### src/rtl/mips_pkg.sv
package mips_pkg;

    typedef logic [31:0] word_t;
    typedef logic [4:0]  reg_addr_t;

    typedef enum logic [2:0] {
        ALU_ADD,
        ALU_SUB,
        ALU_AND,
        ALU_OR,
        ALU_XOR,
        ALU_SLT,
        ALU_SLTU,
        ALU_LUI
    } alu_op_t;

    // ~~~~~~~~~~~~~~~~~~~~~~~~~~~~~~
    // primary opcodes, inst[31:26]
    localparam logic [5:0] OP_RTYPE = 6'h00;
    localparam logic [5:0] OP_BEQ   = 6'h04;
    localparam logic [5:0] OP_BNE   = 6'h05;
    localparam logic [5:0] OP_ADDIU = 6'h09;
    localparam logic [5:0] OP_ANDI  = 6'h0c;
    localparam logic [5:0] OP_ORI   = 6'h0d;
    localparam logic [5:0] OP_LUI   = 6'h0f;
    localparam logic [5:0] OP_LW    = 6'h23;
    localparam logic [5:0] OP_SW    = 6'h2b;

    // function codes of the R-type group, inst[5:0]
    localparam logic [5:0] FN_ADDU = 6'h21;
    localparam logic [5:0] FN_SUBU = 6'h23;
    localparam logic [5:0] FN_AND  = 6'h24;
    localparam logic [5:0] FN_OR   = 6'h25;
    localparam logic [5:0] FN_XOR  = 6'h26;
    localparam logic [5:0] FN_SLT  = 6'h2a;
    localparam logic [5:0] FN_SLTU = 6'h2b;

    localparam word_t RESET_PC = 32'h0000_0000;

    // ~~~~~~~~~~~~~~~~~~~~~~~~~~~~~~
    // stage payloads, an all-zero value is a bubble
    typedef struct packed {
        word_t inst;
        word_t pc;
    } ifid_t;

    typedef struct packed {
        alu_op_t   alu_op;
        logic      use_imm;
        logic      is_load;
        logic      is_store;
        logic      we;
        reg_addr_t dst;
        word_t     s_val;
        word_t     t_val;
        word_t     imm;
    } idex_t;

    typedef struct packed {
        logic      we;
        logic      is_load;
        logic      is_store;
        reg_addr_t dst;
        word_t     alu_res;
        word_t     store_data;
    } exmm_t;

    typedef struct packed {
        logic      we;
        reg_addr_t dst;
        word_t     value;
    } memwb_t;

endpackage

### src/rtl/fwd_if.sv
`timescale 1ns/100ps

// one stage's register write that has not reached the register file yet
interface fwd_if;

    logic        we;      // stage will write dst
    logic        is_load; // value is not known until the memory stage
    logic [4:0]  dst;
    logic [31:0] value;

    modport src (
        output we, is_load, dst, value
    );

    modport sink (
        input we, is_load, dst, value
    );

endinterface

### src/rtl/pipe_reg.sv
`timescale 1ns/100ps

module pipe_reg
    import mips_pkg::*;
#(
    parameter type payload_t = word_t
) (
    input  logic     clk,
    input  logic     rst_n,
    input  logic     bubble_i,
    input  payload_t d_i,
    output payload_t q_o
);

    // all flags of a payload are zero in a bubble, so it writes nothing
    always_ff @(posedge clk or negedge rst_n) begin
        if (!rst_n) begin
            q_o <= '0;
        end else if (bubble_i) begin
            q_o <= '0;
        end else begin
            q_o <= d_i;
        end
    end

endmodule

### src/rtl/regfile.sv
`timescale 1ns/100ps

module regfile
    import mips_pkg::*;
(
    input  logic      clk,
    input  logic      rst_n,
    input  logic      we_i,
    input  reg_addr_t waddr_i,
    input  word_t     wdata_i,
    input  reg_addr_t raddr_s_i,
    input  reg_addr_t raddr_t_i,
    output word_t     rdata_s_o,
    output word_t     rdata_t_o
);

    word_t regs [32];

    logic wr_valid;

    assign wr_valid = we_i && (waddr_i != '0); // r0 is never written, so it stays zero

    always_ff @(posedge clk or negedge rst_n) begin
        if (!rst_n) begin
            for (int i = 0; i < 32; i++) begin
                regs[i] <= '0;
            end
        end else if (wr_valid) begin
            regs[waddr_i] <= wdata_i;
        end
    end

    // writeback and decode share a cycle, the new value wins
    assign rdata_s_o = (wr_valid && waddr_i == raddr_s_i) ? wdata_i : regs[raddr_s_i];
    assign rdata_t_o = (wr_valid && waddr_i == raddr_t_i) ? wdata_i : regs[raddr_t_i];

endmodule

### src/rtl/decoder.sv
`timescale 1ns/100ps

module decoder
    import mips_pkg::*;
(
    input  word_t     inst_i,
    output alu_op_t   alu_op_o,
    output logic      use_imm_o,
    output logic      is_load_o,
    output logic      is_store_o,
    output logic      we_o,
    output reg_addr_t rs_o,
    output reg_addr_t rt_o,
    output reg_addr_t rd_o,
    output word_t     imm_o,
    output logic      is_beq_o,
    output logic      is_bne_o
);

    logic [5:0]  opcode;
    logic [5:0]  funct;
    logic [15:0] imm16;
    logic        zero_ext;

    assign opcode = inst_i[31:26];
    assign funct  = inst_i[5:0];
    assign imm16  = inst_i[15:0];
    assign rs_o   = inst_i[25:21];
    assign rt_o   = inst_i[20:16];

    // logical immediates take the upper half as zero
    assign zero_ext = (opcode == OP_ANDI) || (opcode == OP_ORI);
    assign imm_o    = zero_ext ? {16'h0000, imm16} : {{16{imm16[15]}}, imm16};

    assign is_beq_o = (opcode == OP_BEQ);
    assign is_bne_o = (opcode == OP_BNE);

    always_comb begin
        alu_op_o   = ALU_ADD;
        use_imm_o  = 1'b0;
        is_load_o  = 1'b0;
        is_store_o = 1'b0;
        we_o       = 1'b0;
        rd_o       = inst_i[20:16]; // immediate forms write rt

        case (opcode)
            OP_RTYPE: begin
                rd_o = inst_i[15:11];
                we_o = 1'b1;
                case (funct)
                    FN_ADDU: alu_op_o = ALU_ADD;
                    FN_SUBU: alu_op_o = ALU_SUB;
                    FN_AND:  alu_op_o = ALU_AND;
                    FN_OR:   alu_op_o = ALU_OR;
                    FN_XOR:  alu_op_o = ALU_XOR;
                    FN_SLT:  alu_op_o = ALU_SLT;
                    FN_SLTU: alu_op_o = ALU_SLTU;
                    default: we_o = 1'b0; // includes the all-zero NOP
                endcase
            end
            OP_ADDIU: begin
                use_imm_o = 1'b1;
                we_o      = 1'b1;
            end
            OP_ANDI: begin
                alu_op_o  = ALU_AND;
                use_imm_o = 1'b1;
                we_o      = 1'b1;
            end
            OP_ORI: begin
                alu_op_o  = ALU_OR;
                use_imm_o = 1'b1;
                we_o      = 1'b1;
            end
            OP_LUI: begin
                alu_op_o  = ALU_LUI;
                use_imm_o = 1'b1;
                we_o      = 1'b1;
            end
            OP_LW: begin
                use_imm_o = 1'b1;
                is_load_o = 1'b1;
                we_o      = 1'b1;
            end
            OP_SW: begin
                use_imm_o  = 1'b1;
                is_store_o = 1'b1;
            end
            default: ; // branches and unknown codes write nothing
        endcase
    end

endmodule

### src/rtl/operand_fwd.sv
`timescale 1ns/100ps

module operand_fwd
    import mips_pkg::*;
(
    input  reg_addr_t   reg_i,
    input  word_t       regfile_i,
    fwd_if.sink         ex,
    fwd_if.sink         mm,
    output word_t       value_o
);

    logic ex_hit;
    logic mm_hit;

    // a load still in execute has no data yet and is skipped
    assign ex_hit = ex.we && !ex.is_load && (ex.dst == reg_i);
    assign mm_hit = mm.we && !mm.is_load && (mm.dst == reg_i);

    always_comb begin
        if (reg_i == '0) value_o = '0;
        else if (ex_hit) value_o = ex.value; // newest writer first
        else if (mm_hit) value_o = mm.value;
        else value_o = regfile_i;
    end

endmodule

### src/rtl/branch_unit.sv
`timescale 1ns/100ps

module branch_unit
    import mips_pkg::*;
(
    input  word_t pc_i,
    input  word_t imm_i,
    input  logic  is_beq_i,
    input  logic  is_bne_i,
    input  word_t s_val_i,
    input  word_t t_val_i,
    output logic  taken_o,
    output word_t target_o
);

    logic  equal;
    word_t slot_pc;
    word_t offset;

    assign equal = (s_val_i == t_val_i);

    assign taken_o = (is_beq_i && equal) || (is_bne_i && !equal);

    // offsets count words from the delay slot
    assign slot_pc  = pc_i + 32'd4;
    assign offset   = {imm_i[29:0], 2'b00};
    assign target_o = slot_pc + offset;

endmodule

### src/rtl/alu_stage.sv
`timescale 1ns/100ps

module alu_stage
    import mips_pkg::*;
(
    input  idex_t  idex_i,
    output exmm_t  exmm_o,
    fwd_if.src     fwd
);

    word_t op_a;
    word_t op_b;
    word_t result;

    assign op_a = idex_i.s_val;
    assign op_b = idex_i.use_imm ? idex_i.imm : idex_i.t_val;

    always_comb begin
        case (idex_i.alu_op)
            ALU_ADD:  result = op_a + op_b;
            ALU_SUB:  result = op_a - op_b;
            ALU_AND:  result = op_a & op_b;
            ALU_OR:   result = op_a | op_b;
            ALU_XOR:  result = op_a ^ op_b;
            ALU_SLT:  result = {31'b0, $signed(op_a) < $signed(op_b)};
            ALU_SLTU: result = {31'b0, op_a < op_b};
            ALU_LUI:  result = {op_b[15:0], 16'h0000};
            default:  result = '0;
        endcase
    end

    // loads and stores use result as the address
    always_comb begin
        exmm_o.we         = idex_i.we;
        exmm_o.is_load    = idex_i.is_load;
        exmm_o.is_store   = idex_i.is_store;
        exmm_o.dst        = idex_i.dst;
        exmm_o.alu_res    = result;
        exmm_o.store_data = idex_i.t_val;
    end

    assign fwd.we      = idex_i.we;
    assign fwd.is_load = idex_i.is_load; // load data arrives one stage later
    assign fwd.dst     = idex_i.dst;
    assign fwd.value   = result;

endmodule

### src/rtl/mem_stage.sv
`timescale 1ns/100ps

module mem_stage
    import mips_pkg::*;
(
    input  exmm_t  exmm_i,
    fwd_if.src     fwd,
    output word_t  dmem_addr_o,
    output word_t  dmem_wdata_o,
    output logic   dmem_rd_o,
    output logic   dmem_wr_o,
    input  word_t  dmem_rdata_i,
    output memwb_t memwb_o
);

    word_t result;

    assign dmem_addr_o  = exmm_i.alu_res;
    assign dmem_wdata_o = exmm_i.store_data;
    assign dmem_rd_o    = exmm_i.is_load;
    assign dmem_wr_o    = exmm_i.is_store;

    // data memory answers in the same cycle
    assign result = exmm_i.is_load ? dmem_rdata_i : exmm_i.alu_res;

    assign memwb_o.we    = exmm_i.we;
    assign memwb_o.dst   = exmm_i.dst;
    assign memwb_o.value = result;

    // the load data is already on the bus here, so the value is final
    assign fwd.we      = exmm_i.we;
    assign fwd.is_load = 1'b0;
    assign fwd.dst     = exmm_i.dst;
    assign fwd.value   = result;

endmodule

### src/rtl/mips_core.sv
`timescale 1ns/100ps

module mips_core
    import mips_pkg::*;
(
    input  logic  clk,
    input  logic  rst_n,
    output word_t imem_addr_o,
    input  word_t imem_data_i,
    output word_t dmem_addr_o,
    output word_t dmem_wdata_o,
    output logic  dmem_rd_o,
    output logic  dmem_wr_o,
    input  word_t dmem_rdata_i
);

    word_t pc_q;

    ifid_t  ifid_d, ifid_q;
    idex_t  idex_d, idex_q;
    exmm_t  exmm_d, exmm_q;
    memwb_t memwb_d, memwb_q;

    alu_op_t   dec_alu_op;
    logic      dec_use_imm, dec_is_load, dec_is_store, dec_we;
    logic      dec_is_beq, dec_is_bne;
    reg_addr_t dec_rs, dec_rt, dec_rd;
    word_t     dec_imm;
    word_t     rf_s, rf_t;
    word_t     s_val, t_val;
    logic      br_taken;
    word_t     br_target;

    fwd_if fwd_ex ();
    fwd_if fwd_mm ();

    // ~~~~~~~~~~~~~~~~~~~~~~~~~~~~~~
    // fetch

    // a taken branch lands after its delay slot has been fetched
    always_ff @(posedge clk or negedge rst_n) begin
        if (!rst_n) begin
            pc_q <= RESET_PC;
        end else begin
            pc_q <= br_taken ? br_target : pc_q + 32'd4;
        end
    end

    assign imem_addr_o = pc_q;
    assign ifid_d      = '{inst: imem_data_i, pc: pc_q};

    pipe_reg #(.payload_t(ifid_t)) ifid (
        .clk(clk), .rst_n(rst_n), .bubble_i(!rst_n), .d_i(ifid_d), .q_o(ifid_q)
    );

    // ~~~~~~~~~~~~~~~~~~~~~~~~~~~~~~
    // decode, operands and branch resolve here

    decoder dec0 (
        .inst_i(ifid_q.inst), .alu_op_o(dec_alu_op), .use_imm_o(dec_use_imm),
        .is_load_o(dec_is_load), .is_store_o(dec_is_store), .we_o(dec_we),
        .rs_o(dec_rs), .rt_o(dec_rt), .rd_o(dec_rd), .imm_o(dec_imm),
        .is_beq_o(dec_is_beq), .is_bne_o(dec_is_bne)
    );

    regfile rf0 (
        .clk(clk), .rst_n(rst_n), .we_i(memwb_q.we), .waddr_i(memwb_q.dst),
        .wdata_i(memwb_q.value), .raddr_s_i(dec_rs), .raddr_t_i(dec_rt),
        .rdata_s_o(rf_s), .rdata_t_o(rf_t)
    );

    operand_fwd fwd_s (
        .reg_i(dec_rs), .regfile_i(rf_s), .ex(fwd_ex), .mm(fwd_mm), .value_o(s_val)
    );

    operand_fwd fwd_t (
        .reg_i(dec_rt), .regfile_i(rf_t), .ex(fwd_ex), .mm(fwd_mm), .value_o(t_val)
    );

    branch_unit br0 (
        .pc_i(ifid_q.pc), .imm_i(dec_imm), .is_beq_i(dec_is_beq), .is_bne_i(dec_is_bne),
        .s_val_i(s_val), .t_val_i(t_val), .taken_o(br_taken), .target_o(br_target)
    );

    always_comb begin
        idex_d.alu_op   = dec_alu_op;
        idex_d.use_imm  = dec_use_imm;
        idex_d.is_load  = dec_is_load;
        idex_d.is_store = dec_is_store;
        idex_d.we       = dec_we;
        idex_d.dst      = dec_rd;
        idex_d.s_val    = s_val;
        idex_d.t_val    = t_val;
        idex_d.imm      = dec_imm;
    end

    pipe_reg #(.payload_t(idex_t)) idex (
        .clk(clk), .rst_n(rst_n), .bubble_i(1'b0), .d_i(idex_d), .q_o(idex_q)
    );

    // ~~~~~~~~~~~~~~~~~~~~~~~~~~~~~~
    // execute and memory

    alu_stage ex0 (.idex_i(idex_q), .exmm_o(exmm_d), .fwd(fwd_ex));

    pipe_reg #(.payload_t(exmm_t)) exmm (
        .clk(clk), .rst_n(rst_n), .bubble_i(1'b0), .d_i(exmm_d), .q_o(exmm_q)
    );

    mem_stage mm0 (
        .exmm_i(exmm_q), .fwd(fwd_mm), .dmem_addr_o(dmem_addr_o),
        .dmem_wdata_o(dmem_wdata_o), .dmem_rd_o(dmem_rd_o), .dmem_wr_o(dmem_wr_o),
        .dmem_rdata_i(dmem_rdata_i), .memwb_o(memwb_d)
    );

    // writeback is the regfile port above
    pipe_reg #(.payload_t(memwb_t)) memwb (
        .clk(clk), .rst_n(rst_n), .bubble_i(1'b0), .d_i(memwb_d), .q_o(memwb_q)
    );

endmodule

### config.mk
export PLATFORM = sky130hd
export DESIGN_NAME = mips_core
export DESIGN_NICKNAME = d
export VERILOG_FILES = /design/src/rtl/mips_pkg.sv /design/src/rtl/fwd_if.sv /design/src/rtl/pipe_reg.sv /design/src/rtl/regfile.sv /design/src/rtl/decoder.sv /design/src/rtl/operand_fwd.sv /design/src/rtl/branch_unit.sv /design/src/rtl/alu_stage.sv /design/src/rtl/mem_stage.sv /design/src/rtl/mips_core.sv
export SDC_FILE = /design/constraint.sdc
export NUM_CORES = 2
export LEC_CHECK = 0
export BUFFER_PORTS_ARGS = -buffer_cell sky130_fd_sc_hd__buf_2
export CAP_MARGIN = 25
export CORE_MARGIN = 2
export CORE_UTILIZATION = 30
export DETAILED_ROUTE_END_ITERATION = 8
export PLACE_DENSITY = 0.47
export SLEW_MARGIN = 5
export SYNTH_ARGS = -nofsm -noshare
export SYNTH_HDL_FRONTEND = slang
export SYNTH_SLANG_ARGS = --single-unit
### constraint.sdc
create_clock -name clk -period 12.7 [get_ports clk]
set_clock_uncertainty 0.1 [all_clocks]
set_input_delay 2.54 -clock clk [delete_from_list [all_inputs] [get_ports clk]]
set_output_delay 2.54 -clock clk [all_outputs]
set_load 0.01 [all_outputs]
# Word-level counts from Yosys, hierarchy flattened
# Index checks and enable logic that the tools add are counted.
# classes
reduce_logical	23
mux	31
eq_ne	29
n_lt_le_gt_ge	6
bitwise	6
add_sub_neg	5
# ops
op	count
bitwise mux 1024 bit	1
2-to-1 mux 32 bit	17
binary-select mux 32 bit (select 5 bit)	2
case mux 32 bit (8 select lines)	1
demux 32 bit (select 5 bit)	1
adder 32 x 3 -> 32 bit (second input constant)	2
adder 32 bit	2
< comparator 32 bit	2
2-to-1 mux 64 bit	1
== test 6 bit (second input constant)	9
bitwise AND 32 bit	1
== test 32 bit	1
OR 32 bit	1
subtractor 32 bit	1
bitwise XOR 32 bit	1
== test 5 bit	6
== test 6 x 4 -> 1 bit (second input constant)	4
greater-or-equal comparator 6 bit (second input constant)	3
NOT 5 -> 6 bit	3
case mux 3 bit (6 select lines)	1
== test 3 bit (second input constant)	4
== test 6 x 3 -> 1 bit (second input constant)	2
case mux 3 bit (4 select lines)	1
logical AND 1 bit	11
other kinds (15)	22
# word_totals
out_inout_bits	98
input_bits	66
regBits	1338

# Logic depth before layout (Yosys ltp)
# depth
depth_word	13
mapped_depth	24
ltp_nobuf	21

# By module
# From an unflattened synthesis, not the netlist that was laid out.
# hier_totals
hier_cells	6069
hier_area_um2	77849.7
# by_module_without_submodules
module	seq_area_each_um2	area_per_inst_um2	instances	cells_per_inst
regfile	25624.6	53445.0	1	3483
alu_stage	0.0	6364.9	1	938
pipe_reg (idex)	2702.6	3488.3	1	228
operand_fwd	0.0	1277.5	2	177
pipe_reg (exmm)	1801.7	2342.2	1	152
pipe_reg (ifid)	1601.5	2238.4	1	135
branch_unit	0.0	2235.9	1	276
mips_core	800.8	1746.7	1	189
pipe_reg (memwb)	950.9	1402.6	1	80
mem_stage	0.0	1381.3	1	148
decoder	0.0	649.4	1	86

# Least setup slack after synthesis
# Ideal clock, no wire load.
# synth_path
path_type	register to register
start	register idex.q_o[104] (netlist bit)
end	register pc_q[3], in the netlist imem_addr_o[3]
setup_time_ps	125
synth_period_minus_slack_ps	5952
arrival_ps	5727
stages_incl_launch_ff	25
setup_slack_ps	6748
path_buffers	6
cell_sequence	dfrtp_1 clkbuf_1 clkbuf_1 and2_1 clkbuf_1 clkbuf_1 a21oi_1 ha_1 clkbuf_1 or2_2 nor3_1 and3_1 a211o_1 o2111ai_1 a21oi_1 mux2_2 o21ai_0 o21ai_0 xor2_1 nor3_1 nand3_1 a211oi_2 mux2_4 buf_12 mux2_4
# synth_between
elab_chain_len	10
elab_cells_between_ends	19
# synth_lines
element	line	source
start, declared	pipe_reg.sv:12	output payload_t q_o
start signal, assigned	pipe_reg.sv:22	q_o <= d_i;
2-to-1 mux 32 bit *	alu_stage.sv:16	assign op_b = idex_i.use_imm ? idex_i.imm : idex_i.t_val;
subtractor 32 bit (tied with other cells)	alu_stage.sv:21	ALU_SUB: result = op_a - op_b;
case mux 32 bit (8 select lines) *	alu_stage.sv:19	case (idex_i.alu_op)
2-to-1 mux 32 bit *	operand_fwd.sv:22	else if (ex_hit) value_o = ex.value;
2-to-1 mux 32 bit *	operand_fwd.sv:21	if (reg_i == '0) value_o = '0;
named net br0.s_val_i[29]	branch_unit.sv:10	input word_t s_val_i,
== test 32 bit *	branch_unit.sv:20	assign equal = (s_val_i == t_val_i);
zero test 1 bit	branch_unit.sv:22	assign taken_o = (is_beq_i && equal) || (is_bne_i && !equal);
logical AND 1 bit	branch_unit.sv:22	
logical OR 1 bit *	branch_unit.sv:22	
2-to-1 mux 32 bit *	mips_core.sv:45	pc_q <= br_taken ? br_target : pc_q + 32'd4;
end signal, assigned	mips_core.sv:45	
end, declared	mips_core.sv:17	word_t pc_q;
# The timed path passes the listed nets; every way through them passes the cells marked *.
# A chain may end at the register's enable or synchronous reset.

# Worst setup path after layout
# layout_path
start	register ifid.q_o[48] (netlist bit)
end	register pc_q[1], in the netlist imem_addr_o[1]
# layout_between
elab_chain_len	13
elab_cells_between_ends	21
# layout_lines
element	line	source
start, declared	pipe_reg.sv:12	
start signal, assigned	pipe_reg.sv:22	
NOT 5 -> 6 bit (not written as such)	regfile.sv:35	assign rdata_t_o = (wr_valid && waddr_i == raddr_t_i) ? wdata_i : regs[raddr_t_i];
binary-select mux 32 bit (select 5 bit)	regfile.sv:35	
2-to-1 mux 32 bit (not written as such) (2 in series)	regfile.sv:35	
2-to-1 mux 32 bit	regfile.sv:35	
2-to-1 mux 32 bit	operand_fwd.sv:23	else if (mm_hit) value_o = mm.value;
2-to-1 mux 32 bit	operand_fwd.sv:22	
2-to-1 mux 32 bit *	operand_fwd.sv:21	
== test 32 bit *	branch_unit.sv:20	
zero test 1 bit	branch_unit.sv:22	
logical AND 1 bit	branch_unit.sv:22	
logical OR 1 bit *	branch_unit.sv:22	
2-to-1 mux 32 bit *	mips_core.sv:45	
# Mark *: on every way between the ends. The rest lies on a longest branch, timed or not. The select of a mux whose other input is x is not followed.

==> flow_summary.yaml <==
clock_network:
  clock-root-buffer: "clkbuf_16"
  ctsHoldBuffers: 0
  cts_inserted_buffers: 152
  clock-sinks: 1323
  cts_tree: "built"
  cts_resized: 0
  clk_latency_ps: 840
  h-tree-depth: 4
  cts_buffer_depth: 3
  path_clk_slew_ps: 60
  post_cts_buffers: 0
critical_path:
  reg2reg_slack_ps: 4840
  worstSetupEndpointType: "flop"
  crit_type: "flop to flop"
  start_kind: "flop"
  worstPathMaxFanout: 36
  startpoint: "ifid.q_o[48]"
  worst_ep_arrival_time_ps: 8470
  reg2regPathDepth: 16
  rr_startpoint: "ifid.q_o[48]"
  worstPathRequired_ps: 13310
logic_synthesis:
  synthTopCellsByArea: "dfrtp_1 44%, mux2_2 15%, mux4_2 15%"
  synth_top_flop_cell: "dfrtp_1"
  ys_seq_elements: 1323
  ys_types: 101
  seq_area_frac_synth_pct: 43.72
  syn-num-nets: 6182
  syn_area_mm2: 0.07572
  async_reset_ff_share_pct: 100.0
  syn_area_per_cell_um2: 12.72
  synthTopCellsByCount: "1323 x dfrtp_1, 1023 x mux2_2, 489 x mux4_2, 333 x clkbuf_1, 237 x nor2_1"
  post-synth-top-count-cell: "dfrtp_1"
  yosys.area.top_type: "dfrtp_1"
  synth_warnings: 0
  synth_cells: 5952
  synth-edff-count: 0
  synth_top_area_share_pct: 43.72
route:
  detail-route-antenna-nets: 0
  post-route-drc-count: 0
  vias: 53100
  vias_per_cell: 5.704
  drt-total-wl_um: 286400
  wire_per_inst_um: 30.76
  first_pass_iters: 6
  drt_iter0_drc: 4590
placement:
  dpl.hpwl_um: 186600
  dp_cells: 9030
  gp_congestion: 0.9340
  port_buffers: 163
worst_hold_path:
  hold_class: "flop to flop"
  min-delay-start: "idex.q_o[102]"
  hold_depth: 0
power_and_ir_drop:
  power_frac_seq_pct: 42.7
  p_comb_share_pct: 17.8
  pwr-share-clk_pct: 39.6
  p_per_area_mw_per_mm2: 132.1
  p_leak_uw: 0.03786
  swShare_pct: 30.83
  vdd.ir_drop.worst_v: 0.0001016
  p_int_uw: 7725
  p_sw_uw: 3444
timing:
  worst_pin_slew_ps: 1067
  fmax_mhz: 127.1
  fin_crit_sh_pct: 61.93
  setup_viol: 0
  fin_setup_tns_ps: 0
  grt_setup_unrepaired: "false"
  slew_violations: 0
  finalCriticalPeriod_ps: 7865
  relSlewSlack_pct: 28.18
  fin_hold_ws_ps: 249.2
  hold_viol: 0
outcome:
  outcome: "finished, final reports clean"
global_routing:
  grt_pass1_wl_um: 410500
  grt_overflow: 0
  grt_pass1_vias: 53870
  antenna_found_initial: 15
  grt.total_usage_pct: 22.01
  grt_max_degree: 174
layout:
  fin_nets: 6076
  area_growth_syn_to_layout_pct: 11.68
  layout.cells.non_filler: 9310
  drive_gt1_share_pct: 36.49
  nFillCells: 24670
die:
  dieHeight_um: 506.4
  coreArea_mm2: 0.2512
  die_x_um: 506.4
  rows: 184
  die-area_mm2: 0.2564
  start_util_pct: 30.15
  pin_count: 164
job:
  maxCapViolations: 0
## power by group through the flow
stage          clock network (µW)  registers, µW  logic [µW]
2_1_floorplan                   0           4710        1240
3_3_place_gp                    0           4890        1840
3_5_place_dp                    0           4870        1910
4_1_cts                      4520           4790        1920
5_1_grt                      4690           4800        2130
6_report                     4420           4770        1980
## placed cells by master, fill, tap and decap left out, types with 19 or more instances in the layout
cell type     n
a211oi_1     46
a21o_1       21
a21oi_1     204
a221oi_1     46
a22oi_1      36
a31oi_1      30
and2_1       76
and3_1       22
buf_2       163
buf_4       133
clkbuf_1     37
clkbuf_16   157
clkbuf_8     28
clkinv_2     28
dfrtp_1    1312
ha_1        161
inv_1       174
mux2_2     1023
mux2i_1     204
mux4_2      489
nand2_1     225
nand2b_1     46
nand3_1      73
nand4_1      32
nor2_1      217
nor2b_1      46
nor3_1       55
nor4_1       24
o2111ai_1    19
o211ai_1     37
o21ai_0     188
o22ai_1      66
or2_2        19
xnor2_1      63
xor2_1       59
## worst max-delay path, cell delays in order, from the launching register on
cell       delay (ps)
dfrtp_4           930
buf_4             710
buf_4             630
mux4_2            580
o22ai_1           210
nor3_1             80
a211oi_1          780
nor4_1            100
a31oi_1           280
o211ai_1          160
a2111oi_2         530
nand4_1           150
nor4_1            490
nand3_1           180
a211oi_2          610
mux2_4            680
mux2_2            400
## layer usage
metal | part of all wire (%) | global-route usage (%)
met3 | 6.2 | 3.486
met1 | 43 | 29.85
met4 | 4.7 | 9.668
met5 | 0.012 | 0
met2 | 46 | 34.73
## kinds of logic (layout without fill, tap and decap cells)
kind of cell / after synthesis / count (layout) / synth area share [%]
multiplexers: 1735 / 1735 / 33.06
buffers and inverters: 766 / 774 / 4.960
adder cells (fa/ha/maj): 165 / 165 / 2.753
flip-flops: 1323 / 1323 / 43.72
XOR/XNOR: 122 / 122 / 1.411
AO/OA/AOI/OAI: 909 / 909 / 8.075
AND/OR/NAND/NOR: 932 / 932 / 6.018
other: 0 / 2 / 0
## registers in the layout, summed over array words and instances, names as in the netlist
register	cells
memwb.q_o	38
exmm.q_o	72
idex.q_o	93
ifid.q_o	64
imem_addr_o	32
rf0.regs	1024
## metrics by stage
stage                     worst slack (ps)  cell area, µm²  utilization [%]  power (µW)
after global routing                  4396           84570            33.67       11610
after floorplan                       6748           75720                -        5952
final                                 4835           84570            33.67       11170
after CTS                             4668           84330            33.58       11230
after global placement                4758           79170            31.52        6734
after detailed placement              4704           79410            31.62        6777
## area by class of cell
cell class	count	area [µm²]	share of cell area [%]
Multi-Input combinational cell	3863	39120	46.25
Antenna cell	2	5.005	0.005918
Clock inverter	46	465.4	0.5504
Tap cell	3348	4189	4.953
Clock buffer	222	4453	5.265
Timing Repair Buffer	329	2534	2.996
Sequential cell	1323	33140	39.19
Inverter	177	665.6	0.7871
## path summary, 6_finish.rpt
check,to
min in group asynchronous,rf0.regs[772]
max reg2reg,imem_addr_o[1]
min,exmm.q_o[69]
max,imem_addr_o[1]
max in group asynchronous,rf0.regs[990]
min reg2reg,exmm.q_o[69]
Note: power is estimated with default switching activity, not from simulation.
